**config.mk**
```make
export PLATFORM = sky130hd
export DESIGN_NAME = tiny_core
export DESIGN_NICKNAME = d
export VERILOG_FILES = /design/src/mini_mcu_pkg.sv /design/src/tiny_core.sv
export VERILOG_INCLUDE_DIRS = /design/src
export SDC_FILE = /design/constraint.sdc
export NUM_CORES = 1
export LEC_CHECK = 0
export BUFFER_PORTS_ARGS = -buffer_cell sky130_fd_sc_hd__buf_2
export CAP_MARGIN = 30
export CORE_MARGIN = 2
export CORE_UTILIZATION = 50
export CTS_BUF_LIST = sky130_fd_sc_hd__clkbuf_16
export DETAILED_ROUTE_END_ITERATION = 12
export PLACE_DENSITY = 0.84
export SKIP_CTS_REPAIR_TIMING = 1
export SYNTH_ARGS = -nofsm -noshare
export SYNTH_HDL_FRONTEND = slang
export SYNTH_SLANG_ARGS = --single-unit
```
**constraint.sdc**
```tcl
create_clock -name clk_i -period 3.9 [get_ports clk_i]
set_clock_uncertainty 0.15 [all_clocks]
set_input_delay 0.195 -clock clk_i [delete_from_list [all_inputs] [get_ports clk_i]]
set_output_delay 0.195 -clock clk_i [all_outputs]
set_load 0.03 [all_outputs]
```
**src/mini_mcu_cfg.svh**
```systemverilog
`ifndef MINI_MCU_CFG_SVH
`define MINI_MCU_CFG_SVH

// on-chip RAM depth in 32-bit words
`define MINI_MCU_RAM_WORDS 256

// word address width seen by the core
`define MINI_MCU_ADDR_W 16

// address map
// bits 15:12 pick the region: 0 is RAM, 2 is the exit peripheral,
// anything else is unmapped (reads 0, writes dropped)
`define MINI_MCU_PERIPH_BASE 16'h2000

// exit peripheral register offsets
`define MINI_MCU_EXIT_OFS 1'b0
`define MINI_MCU_STATUS_OFS 1'b1

`endif

```
**src/mini_mcu_pkg.sv**
```systemverilog
`include "mini_mcu_cfg.svh"

package mini_mcu_pkg;

  typedef logic [31:0] word_t;
  typedef logic [`MINI_MCU_ADDR_W-1:0] addr_t;

  // instruction bits 31:28, operand in bits 15:0
  typedef enum logic [3:0] {
    HALT = 4'h0,
    LDI  = 4'h1,
    LD   = 4'h2,
    ST   = 4'h3,
    ADD  = 4'h4,
    SUB  = 4'h5,
    BNZ  = 4'h6,
    JMP  = 4'h7
  } opcode_e;

  // core side bus, request/grant with a separate response valid
  typedef struct packed {
    logic  req;
    logic  we;
    addr_t addr;
    word_t wdata;
  } bus_req_t;

  typedef struct packed {
    logic  gnt;
    logic  rvalid;
    word_t rdata;
  } bus_resp_t;

  // APB towards the exit peripheral, one offset bit is enough
  typedef struct packed {
    logic  psel;
    logic  penable;
    logic  pwrite;
    logic  paddr;
    word_t pwdata;
  } apb_req_t;

  typedef struct packed {
    logic  pready;
    word_t prdata;
  } apb_resp_t;

  typedef enum logic [2:0] {
    IDLE,
    FETCH,
    WAIT_INSTR,
    EXECUTE,
    WAIT_DATA,
    SLEEP
  } core_state_e;

  typedef enum logic [1:0] {
    BR_IDLE,
    BR_SETUP,
    BR_ACCESS
  } bridge_state_e;

endpackage

```
**src/tiny_core.sv**
```systemverilog
`timescale 1ns/100ps

module tiny_core (
  input  logic                     clk_i,
  input  logic                     rst_i,
  input  logic                     fetch_enable_i,
  input  mini_mcu_pkg::bus_resp_t  bus_resp_i,
  output mini_mcu_pkg::bus_req_t   bus_req_o,
  output logic                     core_sleep_o
);

  import mini_mcu_pkg::*;

  core_state_e state_q;
  core_state_e state_d;
  addr_t       pc_q;
  addr_t       pc_d;
  word_t       acc_q;
  word_t       acc_d;
  word_t       instr_q;
  opcode_e     op;
  addr_t       operand;
  logic        mem_op;

  // decode straight from the latched instruction word
  assign op      = opcode_e'(instr_q[31:28]);
  assign operand = instr_q[$bits(addr_t)-1:0];
  assign mem_op  = op inside {LD, ST, ADD, SUB};

  // request fields come from registers only, so they hold until gnt
  always_comb begin
    bus_req_o = '0;
    case (state_q)
      FETCH: begin
        bus_req_o.req  = 1'b1;
        bus_req_o.addr = pc_q;
      end
      EXECUTE: begin
        if (mem_op) begin
          bus_req_o.req   = 1'b1;
          bus_req_o.we    = (op == ST);
          bus_req_o.addr  = operand;
          bus_req_o.wdata = acc_q;
        end
      end
      default: begin
        bus_req_o = '0;
      end
    endcase
  end

  always_comb begin
    state_d = state_q;
    pc_d    = pc_q;
    acc_d   = acc_q;
    case (state_q)
      IDLE: begin
        if (fetch_enable_i) state_d = FETCH;
      end
      FETCH: begin
        if (bus_resp_i.gnt) state_d = WAIT_INSTR;
      end
      WAIT_INSTR: begin
        if (bus_resp_i.rvalid) state_d = EXECUTE;
      end
      EXECUTE: begin
        case (op)
          LDI: begin
            acc_d   = word_t'(operand);
            pc_d    = pc_q + addr_t'(1);
            state_d = FETCH;
          end
          LD, ST, ADD, SUB: begin
            if (bus_resp_i.gnt) state_d = WAIT_DATA;
          end
          BNZ: begin
            pc_d    = (acc_q != '0) ? operand : pc_q + addr_t'(1);
            state_d = FETCH;
          end
          JMP: begin
            pc_d    = operand;
            state_d = FETCH;
          end
          // HALT and every undefined code stop the core
          default: state_d = SLEEP;
        endcase
      end
      WAIT_DATA: begin
        if (bus_resp_i.rvalid) begin
          case (op)
            LD:      acc_d = bus_resp_i.rdata;
            ADD:     acc_d = acc_q + bus_resp_i.rdata;
            SUB:     acc_d = acc_q - bus_resp_i.rdata;
            default: acc_d = acc_q;
          endcase
          pc_d    = pc_q + addr_t'(1);
          state_d = FETCH;
        end
      end
      // sleep is left only through reset
      SLEEP:   state_d = SLEEP;
      default: state_d = IDLE;
    endcase
  end

  always_ff @(posedge clk_i) begin
    if (rst_i) begin
      state_q <= IDLE;
      pc_q    <= '0;
      acc_q   <= '0;
    end else begin
      state_q <= state_d;
      pc_q    <= pc_d;
      acc_q   <= acc_d;
    end
  end

  always_ff @(posedge clk_i) begin
    if (state_q == WAIT_INSTR && bus_resp_i.rvalid) begin
      instr_q <= bus_resp_i.rdata;
    end
  end

  assign core_sleep_o = (state_q == SLEEP);

endmodule
```
### Word level (Yosys, flattened, before mapping)

Cells that the tools add are included.

* output and inout port bits: 51
* input bits: 37
* bits in registers: 83
* logic and storage cells: 57

* reductions and logical operators: 10
* equal/unequal tests: 20
* add/sub/neg operators: 3
* mux-type cells: 20

Operator list (count)
* 32-bit two-way mux: 3
* 32-bit one-hot mux with 3 select lines: 1
* 16-bit one-hot mux with 2 select lines: 2
* 32-bit one-hot mux with 2 select lines: 1
* 50-bit two-way mux: 1
* 16-bit one-hot mux with 3 select lines: 1
* 32-bit adder: 1
* 16-bit two-way mux: 2
* 32-bit nonzero test: 1
* 32-bit subtractor: 1
* 3-bit one-hot mux with 6 select lines: 1
* 16-bit by 1-bit adder with 16-bit output, second input constant: 1
* 4-bit by 3-bit == test with 1-bit output, second input constant: 4
* 3-bit two-way mux: 5
* 4-bit by 2-bit == test with 1-bit output, second input constant: 2
* 2-bit != test, second input constant: 4
* 3-bit by 2-bit == test with 1-bit output, second input constant: 2
* 3-bit == test, second input constant: 2
* 3-bit one-hot mux with 2 select lines: 1
* 5-bit AND reduction: 1
* 4-bit by 1-bit == test with 1-bit output, second input constant: 1
* 4-bit by 1-bit != test with 1-bit output, second input constant: 1
* 4-bit != test, second input constant: 1
* 4-bit AND reduction: 1
* other kinds (12): 12

### Longest topological paths before layout

* word-level depth: 4
* mapped depth: 20
* gate-level depth less buffers: 19

### Worst setup path after synthesis

No wires, ideal clock.

* path kind: register to register
* from: reg instr_q[30]
* to: reg acc_q[29]
* clock period less this slack: 3.824 ns
* arrival time: 3.544 ns
* slack: 0.076 ns
* stages on the path, launching flop included: 19
* path buffers: 4
* library setup time: 0.131 ns
* data required time: 3.619 ns
* cells stage by stage: edfxtp_1 -> clkbuf_1 -> nor3b_1 -> clkbuf_1 -> nand2_1 -> clkbuf_1 -> o31ai_1 -> xor2_1 -> ha_1 -> buf_2 -> a21oi_1 -> and3_1 -> nand4_1 -> nor2b_1 -> a41oi_2 -> o41ai_1 -> a211oi_1 -> xor2_1 -> o22ai_1

* cells in the longest elaborated chain, start to end: 4
* elaborated cells between the ends (all ways): 10
* those cells by class: eq/ne (6); mux (3); reduce/logical (1)

RTL lines
* from (decl): RTL line tiny_core.sv:20 `word_t instr_q;`
* from (signal assigned): RTL line tiny_core.sv:120 `instr_q <= bus_resp_i.rdata;`
* 4-bit by 3-bit == test with 1-bit output or 4-bit by 2-bit == test with 1-bit output (tied branches): RTL line tiny_core.sv:90 `case (op)`
* 32-bit one-hot mux with 3 select lines: RTL line tiny_core.sv:90
* 32-bit two-way mux: RTL line tiny_core.sv:89 `if (bus_resp_i.rvalid) begin`
* 32-bit one-hot mux with 2 select lines: RTL line tiny_core.sv:56 `case (state_q)`
* to (signal assigned): RTL line tiny_core.sv:110 `acc_q <= '0;`
* to (signal assigned): RTL line tiny_core.sv:114 `acc_q <= acc_d;`
* to (decl): RTL line tiny_core.sv:18 `word_t acc_q;`

Parallel ways exist; a longest one is shown, timed or not. The select of a mux whose other input is x is not followed.
A chain may end at the register's enable or synchronous reset.

### Worst setup path in the final report

* from: in bus_resp_i[15] in the netlist's numbering
* to: reg acc_q[28]

* cells in the longest elaborated chain, start to end: 4
* elaborated cells between the ends (all ways): 5
* those cells by class: add/sub (2); mux (3)

RTL lines
* from (decl): RTL line tiny_core.sv:7 `input mini_mcu_pkg::bus_resp_t bus_resp_i,`
* 32-bit subtractor or 32-bit adder (tied branches): RTL line tiny_core.sv:93, tiny_core.sv:92
* 32-bit one-hot mux with 3 select lines *: RTL line tiny_core.sv:90
* 32-bit two-way mux *: RTL line tiny_core.sv:89
* 32-bit one-hot mux with 2 select lines *: RTL line tiny_core.sv:56

Every way passes the cells marked *; elsewhere a longest branch is shown, timed or not. The select of a mux whose other input is x is not followed.

==> impl_metrics.json <==
{
  "cts_buffers": 9,
  "grt_use_total_pct": 29.4,
  "slew_viol_final": 0,
  "grt_pass1_vias": 5940,
  "end_kind": "register",
  "hold_viol": 2,
  "port_buffers": 87,
  "viasPerCell": 6.23,
  "htreeDepth": 3,
  "num-nets-final": 983,
  "dieArea_mm2": 0.0133,
  "core_mm2": 0.0121,
  "fillCellCount": 1073,
  "dpl.hpwl_um": 14500,
  "syn_area_per_cell_um2": 7.73,
  "drc": 0,
  "synth_edf_count": 20,
  "async_reset_ff_share_pct": 0,
  "status": "finished with violations",
  "min_period_ns": 3.69,
  "final-setup-viol-count": 0,
  "drtIter0Drc": 919,
  "violations": "hold timing",
  "p_switching_uw": 564,
  "worstPathMaxFanout": 6,
  "worstPathArrival_ns": 3.74,
  "drv_cap": 0,
  "ant_nets": 0,
  "power_frac_comb_pct": 16.8,
  "crit_path_start_kind": "input pin",
  "grt_start_max_net_pins": 45,
  "p_total_mw": 1.94,
  "p_leak_nw": 3.16,
  "slew-limit-headroom_pct": 38.7,
  "slowest_stage": "or4_1",
  "gp_congestion": 0.997,
  "power.internal_mw": 1.37,
  "peakVddDrop_uv": 231,
  "vias": 6762,
  "r2r-end": "acc_q[28]$_SDFFE_PP0P_",
  "grt_pass1_wl_um": 30500,
  "period_share_pct": 94.7,
  "initial_core_util_pct": 51.3,
  "clockPowerShare_pct": 42.5,
  "timing.rr.start": "instr_q[31]$_DFFE_PP_",
  "cts_tree": "built",
  "ys_seq_area_share_pct": 26.2,
  "hp-class": "in2reg",
  "drt_pass1_iterations": 5,
  "fin_ws_ns": 0.206,
  "power_density_mw_per_mm2": 259,
  "cts_root_buf": "clkbuf_16",
  "r2r_cells": 14,
  "synth-seq-cells": 71,
  "dieWidth_um": 115,
  "antenna_cells": 0,
  "netlist_area_mm2": 0.00619,
  "cpPeakStageDelay_ns": 0.59,
  "rrSetupSlack_ns": 0.21,
  "cpMostUsedCell": "nor2_1",
  "clk_pin_slew_ns": 0.06,
  "fmax_mhz": 271,
  "switching_share_pct": 29.1,
  "grt_overflow": 0,
  "antenna_found_initial": 0,
  "tightest_slew_ns": 0.919,
  "crit_required_ns": 3.95,
  "crit_path_cell_trace": "dlygate4sd3_1, buf_2, nand2b_1, nor2_1, nand3b_2, nor3b_4, a21oi_1, xnor2_1, ha_1, nand2_1, or4_1, a211oi_1, nor2_1, xor2_1, o21ai_1",
  "clockBufferDepth": 2,
  "synth_cells": 801,
  "wirelength_um": 20100,
  "dieHeight_um": 115,
  "synth_ff_type": "dfxtp_1",
  "criticalPathCategory": "in2reg",
  "pwr-share-seq_pct": 40.7,
  "place_ws_ns": -0.00722,
  "rsz0062_at_grt": "false",
  "synth_fp_nets": 872,
  "num_io_pins": 88,
  "syn2layout_area_growth_pct": 20.8,
  "fp-row-count": 40,
  "crit_start": "bus_resp_i[15]",
  "hold-worst-slack_ns": -0.0217,
  "yosysWarnings": 0,
  "cts.sinks": 71,
  "routedWlPerCell_um": 18.5,
  "clock_latency_ns": 0.35,
  "critPathCapture": "acc_q[28]$_SDFFE_PP0P_",
  "synth.distinct_cells": 64,
  "drive_gt1_share_pct": 18.8
}
## final cells by class
cell class                      instances  area [µm²]  area share, %
Sequential cell                        71        1620           21.7
Clock inverter                          6        42.5          0.569
Clock buffer                           10         250           3.34
Inverter                               15        56.3          0.753
Multi-Input combinational cell        666        4350           58.2
Timing Repair Buffer                  149         948           12.7
Tap cell                              168         210           2.81
## sequential cells by signal (all words and copies together), names as in the netlist
signal	count
pc_q	16
acc_q	32
instr_q	20
state_q	3
## metal layers
metal  track usage (%)  part of all wire, %  up-vias  wire [µm]
li1                  -                    -     3179          -
met1              39.3                   43     3163       8540
met2              47.4                   45      371       9060
met3              5.80                  9.2       49       1860
met4              10.8                  3.1        0        612
met5                 0                    0        -          0
## power groups by stage
| stage | clock network [mW] | registers [mW] | logic (mW) |
|---|---|---|---|
| 6_report | 0.823 | 0.788 | 0.327 |
| 5_1_grt | 0.862 | 0.790 | 0.354 |
| 4_1_cts | 0.827 | 0.787 | 0.305 |
| 3_5_place_dp | 0 | 0.803 | 0.303 |
| 3_3_place_gp | 0 | 0.803 | 0.299 |
| 2_1_floorplan | 0 | 0.794 | 0.197 |
## layout by cell type (no fill, tap or decap), types with 16 or more instances in the layout
cell type / n
dfxtp_1: 51
buf_4: 47
o21ai_0: 58
a21oi_1: 65
buf_2: 87
nor2_1: 65
nand2_1: 68
and3_1: 18
and2_1: 37
ha_1: 33
xnor2_1: 31
edfxtp_1: 20
nand3_1: 20
xor2_1: 29
a22oi_1: 19
o211ai_1: 17
inv_1: 16
## cell families after synthesis
group | count (synthesis) | share of synthesized area (%)
xor+xnor | 61 | 8.75
buf+inv | 64 | 4.20
compound gates | 266 | 27.6
fa+ha+maj | 34 | 6.99
simple gates | 299 | 25.3
mux | 6 | 0.970
flops | 71 | 26.2
## Yosys cell counts, drive strengths merged (4+ instances only)
master / n / area share, %
nand2: 70 / 4.3
a21oi: 68 / 5.5
nor2: 66 / 4.0
o21ai: 64 / 5.2
dfxtp: 51 / 16
clkbuf: 39 / 2.4
and2: 38 / 3.9
ha: 33 / 6.7
xnor2: 32 / 4.6
xor2: 29 / 4.1
edfxtp: 20 / 9.7
nand3: 20 / 1.6
a22oi: 19 / 2.3
and3: 18 / 1.8
nor4: 17 / 1.8
o211ai: 17 / 2.1
a211oi: 16 / 1.9
a21o: 15 / 1.8
a22o: 15 / 2.1
inv: 15 / 0.91
nand2b: 15 / 1.5
nor3: 15 / 1.3
a31oi: 11 / 1.1
nand4: 11 / 1.1
buf: 10 / 0.93
or3: 9 / 0.91
nor2b: 7 / 0.83
o22ai: 7 / 0.71
o31ai: 7 / 0.85
mux2i: 6 / 0.97
o21a: 5 / 0.73
o41ai: 5 / 0.71
nor3b: 4 / 0.67
## critical path, delay by kind of cell
kind	cells	cell delay, ns
adders and majority gates	1	0.42
and+or+nand+nor	7	1.70
xor gates and xnor gates	2	0.27
buffers and inverters	2	0.68
AOI/OAI and AO/OA	3	0.46
## per-stage QoR
stage | instance area (µm²) | hold slack [ns] | util (%) | cells | TNS [ns]
after global placement | 7020 | 0.297 | 58.2 | 1055 | 0
after floorplan | 6190 | 0.144 | - | 801 | 0
after global routing | 7480 | 0.00508 | 62.0 | 1085 | 0
final | 7480 | -0.0217 | 62.0 | 1085 | 0
after detailed placement | 7020 | 0.302 | 58.2 | 1055 | -0.00722
after CTS | 7310 | -0.0553 | 60.6 | 1071 | 0
## how the worst min path moves through the flow
stage / startpoint / to / slack, ns / cells past startpoint
2_1_floorplan: bus_resp_i[0] / instr_q[0]$_DFFE_PP_ / 0.14 / 0
3_3_place_gp: bus_resp_i[5] / instr_q[5]$_DFFE_PP_ / 0.30 / 1
3_5_place_dp: bus_resp_i[29] / instr_q[29]$_DFFE_PP_ / 0.30 / 1
4_1_cts: bus_resp_i[30] / instr_q[30]$_DFFE_PP_ / -0.06 / 1
5_1_grt: bus_resp_i[21] / acc_q[21]$_SDFFE_PP0P_ / 0.005 / 3
6_report: bus_resp_i[21] / acc_q[21]$_SDFFE_PP0P_ / -0.02 / 3
Note: power is estimated with default switching activity, not from simulation.
