===== src/mini_mcu_cfg.svh =====
`ifndef MINI_MCU_CFG_SVH
`define MINI_MCU_CFG_SVH

// on-chip RAM depth in 32-bit words
`define MINI_MCU_RAM_WORDS 256

// word address width seen by the core
`define MINI_MCU_ADDR_W 16

// address map
// bits 15:12 pick the region: 0 is RAM, 2 is the exit peripheral,
// anything else is unmapped (reads 0, writes dropped)
`define MINI_MCU_PERIPH_BASE 16'h2000

// exit peripheral register offsets
`define MINI_MCU_EXIT_OFS 1'b0
`define MINI_MCU_STATUS_OFS 1'b1

`endif


===== src/mini_mcu_pkg.sv =====
`include "mini_mcu_cfg.svh"

package mini_mcu_pkg;

  typedef logic [31:0] word_t;
  typedef logic [`MINI_MCU_ADDR_W-1:0] addr_t;

  // instruction bits 31:28, operand in bits 15:0
  typedef enum logic [3:0] {
    HALT = 4'h0,
    LDI  = 4'h1,
    LD   = 4'h2,
    ST   = 4'h3,
    ADD  = 4'h4,
    SUB  = 4'h5,
    BNZ  = 4'h6,
    JMP  = 4'h7
  } opcode_e;

  // core side bus, request/grant with a separate response valid
  typedef struct packed {
    logic  req;
    logic  we;
    addr_t addr;
    word_t wdata;
  } bus_req_t;

  typedef struct packed {
    logic  gnt;
    logic  rvalid;
    word_t rdata;
  } bus_resp_t;

  // APB towards the exit peripheral, one offset bit is enough
  typedef struct packed {
    logic  psel;
    logic  penable;
    logic  pwrite;
    logic  paddr;
    word_t pwdata;
  } apb_req_t;

  typedef struct packed {
    logic  pready;
    word_t prdata;
  } apb_resp_t;

  typedef enum logic [2:0] {
    IDLE,
    FETCH,
    WAIT_INSTR,
    EXECUTE,
    WAIT_DATA,
    SLEEP
  } core_state_e;

  typedef enum logic [1:0] {
    BR_IDLE,
    BR_SETUP,
    BR_ACCESS
  } bridge_state_e;

endpackage


===== src/exit_periph.sv =====
`timescale 1ns/100ps

`include "mini_mcu_cfg.svh"

module exit_periph (
  input  logic                     clk_i,
  input  logic                     rst_i,
  input  mini_mcu_pkg::apb_req_t   apb_req_i,
  output mini_mcu_pkg::apb_resp_t  apb_resp_o,
  output mini_mcu_pkg::word_t      exit_value_o,
  output logic                     exit_valid_o,
  output logic                     tests_passed_o,
  output logic                     tests_failed_o
);

  import mini_mcu_pkg::*;

  word_t exit_value_q;
  logic  exit_valid_q;
  logic  passed_q;
  logic  failed_q;
  logic  wr_en;
  word_t status_word;

  // no wait states, so every access phase is also the completing one
  assign wr_en       = apb_req_i.psel && apb_req_i.penable && apb_req_i.pwrite;
  assign status_word = {30'b0, failed_q, passed_q};

  always_ff @(posedge clk_i) begin
    if (rst_i) begin
      exit_valid_q <= 1'b0;
      passed_q     <= 1'b0;
      failed_q     <= 1'b0;
    end else begin
      exit_valid_q <= wr_en && (apb_req_i.paddr == `MINI_MCU_EXIT_OFS);
      // verdict bits only ever get set
      if (wr_en && apb_req_i.paddr == `MINI_MCU_STATUS_OFS) begin
        passed_q <= passed_q | apb_req_i.pwdata[0];
        failed_q <= failed_q | apb_req_i.pwdata[1];
      end
    end
  end

  always_ff @(posedge clk_i) begin
    if (wr_en && apb_req_i.paddr == `MINI_MCU_EXIT_OFS) exit_value_q <= apb_req_i.pwdata;
  end

  assign apb_resp_o = '{pready: apb_req_i.penable,
                        prdata: (apb_req_i.paddr == `MINI_MCU_EXIT_OFS) ? exit_value_q
                                                                         : status_word};

  assign exit_value_o   = exit_value_q;
  assign exit_valid_o   = exit_valid_q;
  assign tests_passed_o = passed_q;
  assign tests_failed_o = failed_q;

endmodule


===== config.mk =====
export PLATFORM = sky130hd
export DESIGN_NAME = exit_periph
export DESIGN_NICKNAME = d
export VERILOG_FILES = /design/src/mini_mcu_pkg.sv /design/src/exit_periph.sv
export VERILOG_INCLUDE_DIRS = /design/src
export SDC_FILE = /design/constraint.sdc
export NUM_CORES = 1
export LEC_CHECK = 0
export BUFFER_PORTS_ARGS = -buffer_cell sky130_fd_sc_hd__buf_2
export CORE_MARGIN = 10
export CORE_UTILIZATION = 39
export CTS_BUF_LIST = sky130_fd_sc_hd__clkbuf_4 sky130_fd_sc_hd__clkbuf_8 sky130_fd_sc_hd__clkbuf_16
export DETAILED_ROUTE_END_ITERATION = 7
export PLACE_DENSITY = 0.8
export SYNTH_ARGS = -nofsm -noshare
export SYNTH_HDL_FRONTEND = slang
export SYNTH_SLANG_ARGS = --single-unit

===== constraint.sdc =====
create_clock -name clk_i -period 2.8 [get_ports clk_i]
set_input_delay 0.42 -clock clk_i [delete_from_list [all_inputs] [get_ports clk_i]]
set_output_delay 0.42 -clock clk_i [all_outputs]
set_load 0.03 [all_outputs]

# [After elaboration in Yosys (flattened, before gate mapping)]
# Cells that the tools add are included.
[totals] register_bits=35 latchBits=0 mem_bits_rw=0 romBits=0 out_inout_bits=68 memories=0
[op_classes] add_sub_neg=0 n_mul=0 div=0 order_cmp=0 eq_ne=0 shifts=0 n_mux=1 bitwise=3 reduce_logical=4
[op_table] cell="$mux W32" count=1
[op_table] cell="$logic_and A1 B1 Y1" count=4
[op_table] cell="$or A1 B1 Y1" count=2
[op_table] cell="$not A1 Y1" count=1

# [Longest topological paths before layout]
# Gate-level depths: netlist (run 1).
[depth] depth_word=3 mapped_depth=4 depth_no_buf=2

# [Least setup slack after synthesis (run 1)]
# OpenSTA, ideal clock, no wires.
[synth_path] kind="input -> register" from="in apb_req_i[32] in the netlist's numbering" to="reg exit_value_q[0] (netlist: exit_value_o[0]), enable pin" setup_time_ns=0.421 arrival_time_ns=2.044 t_required_ns=2.379 setup_slack_ns=0.334 stages=3 path_buffers=2 cell_sequence="buf_6 > buf_6 > nor2_1"
[synth_between] elab_chain_len=2
[synth_rtl] item="from (decl)" line="exit_periph.sv:8" source="input mini_mcu_pkg::apb_req_t apb_req_i,"
[synth_rtl] item="$not A1 Y1 (no line)"
[synth_rtl] item="$logic_and A1 B1 Y1 (no line)"
[synth_rtl] item="to (signal assigned)" line="exit_periph.sv:45" source="if (wr_en && apb_req_i.paddr == `MINI_MCU_EXIT_OFS) exit_value_q <= apb_req_i.pwdata;"
[synth_rtl] item="to (decl)" line="exit_periph.sv:18" source="word_t exit_value_q;"
# Every way passes these cells.
# A chain may end at the register's enable or synchronous reset.

==> results of run 1 <==
==> power groups by stage <==
stage / registers [mW] / logic (mW) / clock network (mW)
detailed placement: 0.605 / 0.166 / 0
floorplan: 0.636 / 0.0750 / 0
global placement: 0.604 / 0.164 / 0
global route: 0.595 / 0.174 / 0.303
finish: 0.593 / 0.164 / 0.264
CTS: 0.593 / 0.166 / 0.283
==> cell families (layout without fill, tap and decap cells) <==
logic type | after synthesis | count (layout) | share of synthesized area
mux | 2 | 2 | 0.0222
compound gates | 2 | 2 | 0.0185
buf+inv | 7 | 117 | 0.0444
flops | 35 | 35 | 0.755
simple gates | 36 | 36 | 0.160
==> stage by stage <==
step                cells  utilization
finish                238        0.587
floorplan              82            -
global placement      230        0.570
global route          238        0.587
CTS                   238        0.587
detailed placement    230        0.570
==> area by class of cell <==
type	count	area (um^2)
fill	300	1380
sequential	35	1020
timing repair buffer	107	541
multi-input combinational	40	274
tap	46	57.6
clock buffer	6	45.0
clock inverter	2	12.5
inverter	2	7.51
==> routing by layer <==
metal / part of all wire / wire length [um]
met5: 0 / 0
met4: 0.010 / 38
met3: 0.11 / 406
met2: 0.55 / 2070
met1: 0.33 / 1220
==> flip-flops by register name, indices dropped and copies added (netlist names) <==
name	count
exit_value_o	32
exit_valid_o	1
tests_failed_o	1
tests_passed_o	1
==> path summary, 6_finish.rpt <==
check / end / depth (start not counted)
max: apb_resp_o[1] / 3
min reg2reg: tests_passed_o / 2
max reg2reg: tests_failed_o / 2
min: exit_value_o[11] / 1
==> worst register-to-register path: stages, from the launching register on <==
cell and delay [ps]:
dfxtp_1 370, inv_1 60, o22ai_2 150
==> cells in the final DEF (no fill, tap or decap) <==
master,n
buf_2,105
buf_4,2
clkbuf_4,6
clkinv_2,1
clkinvlp_4,1
dfxtp_1,3
edfxtp_1,32
inv_1,2
mux2_4,2
nand2_1,2
nand3_1,1
nand4b_1,1
nor2_1,1
nor2_2,1
nor2b_1,30
o22ai_2,2
==> impl_metrics.tcl, run 1 <==
set metrics [dict create \
    netlist_area_um2 1350 \
    track_usage 0.114 \
    status "finished, final reports clean" \
    nNetsFinal 229 \
    p_per_area_nw_per_um2 521 \
    dpl-instance-area_um2 1900 \
    drt_pre_antenna_iters 4 \
    gp_routability_congestion 0.743 \
    met2_usage 0.213 \
    path_cells "buf_2 -> mux2_4 -> buf_2" \
    syn-num-nets 120 \
    met1_usage 0.0912 \
    rows 21 \
    dr.first_iter.drc_count 54 \
    path_buf_inv 2 \
    cts_inserted_buffers 5 \
    wl_per_cell_um 15.7 \
    seq_area_frac_synth 0.755 \
    worst_setup_path_start_kind "primary input" \
    synth_seq_cells 35 \
    r2r-start "tests_failed_o" \
    p_clk_frac 0.259 \
    cts_setup_buffers 0 \
    yosys-top-cells-count "32 x edfxtp_1, 30 x nor2b_1, 4 x buf_6" \
    maxCapViolCount 0 \
    drc 0 \
    final_hold_viol_count 0 \
    coreArea_um2 3340 \
    period_needed_ps 1880 \
    dieArea_um2 6220 \
    synthFlopType "edfxtp_1" \
    port_buffers 105 \
    dp_slack_ps 915 \
    antenna_left 0 \
    grt_pass1_wl_um 5460 \
    fin_area_um2 1960 \
    top_usage_layer "met2" \
    pwr-share-comb 0.160 \
    antenna_found_initial 0 \
    regToRegSetupSlack_ps 2150 \
    leakage_nw 0.900 \
    rsz0062_at_grt "no" \
    sequentialPowerShare 0.581 \
    vias_per_cell 4.31 \
    cts.clk_slew.worst_paths_ps 110 \
    grt_pass1_vias 1051 \
    end_kind "primary output" \
    dpl.hpwl_um 3110 \
    synthArstFlopShare 0 \
    initial_utilization 0.405 \
    fin_ws_ps 922 \
    clk_path_buf_depth 2 \
    synth_edf_count 32 \
    vias 1026 \
    setup_tns_ps 0 \
    path_delay_family "buffers and inverters" \
    slew_headroom 0.569 \
    total_power_mw 1.02 \
    cts_max_level 2 \
    cts_resized 0 \
    hold-worst-slack_ps 263 \
    root_buffer "clkbuf_4" \
    peakVddDrop_mv 0.264 \
    max_stage_delay_ps 510 \
    finalSetupViolCount 0 \
    holdBufCountCts 0 \
    cp_slowest_cell "buf_2" \
    power.internal_uw 746 \
    synth.distinct_cells 12 \
    syn_inst 82 \
    fmax_ghz 0.533 \
    post-route-period-util 0.671 \
    p_switching_uw 274 \
    fp.dieW_um 78.9 \
    cp_max_fo 36 \
    clock_sinks 35 \
    crit_type "in -> out" \
    worstHoldPathType "in -> reg" \
    grt_max_degree 37 \
    syn_to_final_growth_pct 44.8 \
    tritoncts "done" \
    synth.avg_cell_area_um2 16.5 \
    synth.most_common_cell "edfxtp_1" \
    p_sw_frac 0.269 \
    yosys_warnings 0 \
    tightest_slew_ps 646 \
    grt_use_met3 0.0687 \
    synth_top_area_share 0.710 \
    arrival_ps 1460 \
    worstHoldStart "apb_req_i[11]" \
    clock_skew_ps 0 \
    drive_gt1_frac 0.625 \
    die_y_um 78.9 \
    n_antenna_cell 0 \
    critPathRequiredTime_ps 2380 \
    synth.top_cells.by_area "edfxtp_1 71%, nor2b_1 14%, dfxtp_1 4.4%" \
    cp-startpoint "apb_req_i[32]" \
    io_pins 106 \
    cpMostUsedCell "buf_2" \
    synth_top_area_cell "edfxtp_1" \
    clk_latency_ps 320 \
    slew_viol_final 0 \
    grt_overflow 0 \
    drt-total-wl_um 3730 \
]
Power figures use the tool's default switching activity.
==> run 2, diff against run 1 <==
--- a/config.mk
+++ b/config.mk
@@ -8,10 +8,10 @@
 export LEC_CHECK = 0
 export BUFFER_PORTS_ARGS = -buffer_cell sky130_fd_sc_hd__buf_2
 export CORE_MARGIN = 10
-export CORE_UTILIZATION = 39
+export CORE_UTILIZATION = 35
 export CTS_BUF_LIST = sky130_fd_sc_hd__clkbuf_4 sky130_fd_sc_hd__clkbuf_8 sky130_fd_sc_hd__clkbuf_16
 export DETAILED_ROUTE_END_ITERATION = 7
-export PLACE_DENSITY = 0.8
+export PLACE_DENSITY = 0.76
 export SYNTH_ARGS = -nofsm -noshare
 export SYNTH_HDL_FRONTEND = slang
 export SYNTH_SLANG_ARGS = --single-unit
==> constraint.sdc (replaced) <==
create_clock -name clk_i -period 1.5 [get_ports clk_i]
set_input_delay 0.225 -clock clk_i [delete_from_list [all_inputs] [get_ports clk_i]]
set_output_delay 0.225 -clock clk_i [all_outputs]
set_load 0.03 [all_outputs]
==> run 2 against run 1 <==
  * Register-to-register slack worse by 1300 ps
  * Via count rose by 0.19%
  * Wire length down 0.43%
  * Critical endpoint unchanged
==> impl_metrics.tcl, run 2 (synthesis gave the netlist of run 1 again) <==
set metrics [dict create \
    dpl.hpwl_um 3160 \
    worst_setup_path_start_kind "flop" \
    vias 1028 \
    holdBufCountCts 0 \
    placed_cells 232 \
    cts.clk_slew.worst_paths_ps 70 \
    slew_headroom 0.771 \
    arrival_ps 1100 \
    crit_type "reg -> out" \
    critPathRequiredTime_ps 1270 \
    dieArea_um2 6750 \
    clock_skew_ps 0 \
    layout_commonest_cell "buf_2" \
    leakage_nw 0.915 \
    top_usage_layer "met2" \
    rows 22 \
    setup_tns_ps 0 \
    drc 0 \
    cts_inserted_buffers 5 \
    io_pins 106 \
    pwr-share-comb 0.154 \
    total_power_mw 2.04 \
    track_usage 0.101 \
    sequentialPowerShare 0.543 \
    initial_utilization 0.367 \
    tightest_slew_ps 344 \
    final_hold_viol_count 0 \
    wl_per_cell_um 15.5 \
    drt_pre_antenna_iters 5 \
    p_clk_frac 0.304 \
    finalNonFillerCells 240 \
    path_delay_family "flip-flops" \
    drive_gt1_frac 0.615 \
    n_antenna_cell 0 \
    antenna_left 0 \
    die_y_um 82.2 \
    grt_max_degree 33 \
    reg2regPathDepth 2 \
    dr.first_iter.drc_count 44 \
    worstHoldPathType "in -> reg" \
    vias_per_cell 4.28 \
    met1_usage 0.0944 \
    drt-total-wl_um 3720 \
    layout_common_cells "105 x buf_2, 32 x edfxtp_1, 30 x nor2b_1" \
    cp_slowest_cell "edfxtp_1" \
    gp_routability_congestion 0.743 \
    maxCapViolCount 0 \
    nNetsFinal 229 \
    path_buf_inv 1 \
    path_cells "mux2_4 -> buf_2" \
    cts_setup_buffers 0 \
    grt_use_met3 0.0616 \
    met2_usage 0.183 \
    clock_sinks 35 \
    fp.dieW_um 82.2 \
    tritoncts "done" \
    clk_latency_ps 280 \
    fmax_ghz 0.756 \
    whs_path_depth 1 \
    syn_to_final_growth_pct 49.1 \
    grt_pass1_wl_um 5080 \
    antenna_found_initial 0 \
    clk_path_buf_depth 2 \
    cp_max_fo 2 \
    root_buffer "clkbuf_8" \
    peakVddDrop_mv 0.651 \
    p_switching_uw 526 \
    rsz0062_at_grt "no" \
    port_buffers 105 \
    p_per_area_nw_per_um2 1010 \
    cts_max_level 2 \
    p_sw_frac 0.257 \
    finalSetupViolCount 0 \
    power.internal_mw 1.52 \
    end_kind "primary output" \
    cp.depth 2 \
    period_needed_ps 1320 \
    cts_resized 0 \
    regToRegSetupSlack_ps 880 \
    slew_viol_final 0 \
    status "finished, final reports clean" \
    max_stage_delay_ps 380 \
    grt_overflow 0 \
    largest_reg_flops 32 \
    grt_pass1_vias 1019 \
    post-route-period-util 0.882 \
    coreArea_um2 3690 \
]
[run 2: metal layers]
metal | part of all wire | vias to the layer above
met5 | 0 | -
met1 | 0.33 | 461
met4 | 0.0051 | 0
li1 | - | 498
met2 | 0.50 | 67
met3 | 0.17 | 2
[run 2: metrics by stage]
| step | hold slack [ps] | utilization | instance area [um^2] | setup WS, ps |
|---|---|---|---|---|
| after CTS | 105 | 0.547 | 2020 | 161 |
| after global routing | 99.8 | 0.547 | 2020 | 132 |
| after floorplan | 324 | - | 1360 | 118 |
| after global placement | 401 | 0.524 | 1930 | 252 |
| final | 114 | 0.547 | 2020 | 177 |
| after detailed placement | 403 | 0.524 | 1930 | 237 |
[run 2: final cells by class]
| cell class | count | area (um^2) |
|---|---|---|
| fillers | 324 | 1670 |
| multi-input cells | 40 | 279 |
| inverters | 2 | 7.51 |
| well taps | 48 | 60.1 |
| flip-flops and latches | 35 | 1020 |
| clock inverters | 3 | 15.0 |
| clock buffers | 5 | 68.8 |
| repair buffers | 107 | 566 |
[run 2: path summary, 6_finish.rpt]
check,to,from
hold / removal,exit_value_o[21],apb_req_i[21]
hold reg to reg,tests_failed_o,tests_failed_o
setup reg to reg,tests_passed_o,tests_passed_o
setup / recovery,apb_resp_o[1],exit_value_o[1]
[run 2: power by group through the flow]
stage	registers (mW)	logic, mW	clock network [mW]
2_1_floorplan	1.19	0.142	0
3_3_place_gp	1.13	0.314	0
3_5_place_dp	1.13	0.319	0
4_1_cts	1.11	0.320	0.644
5_1_grt	1.11	0.336	0.688
6_report	1.11	0.314	0.620
[run 2: worst reg2reg max path, delay by kind of cell, from the launching register on]
kind            cells  cell delay (ps)
flops               1              350
compound gates      1              140
buf+inv             1               60
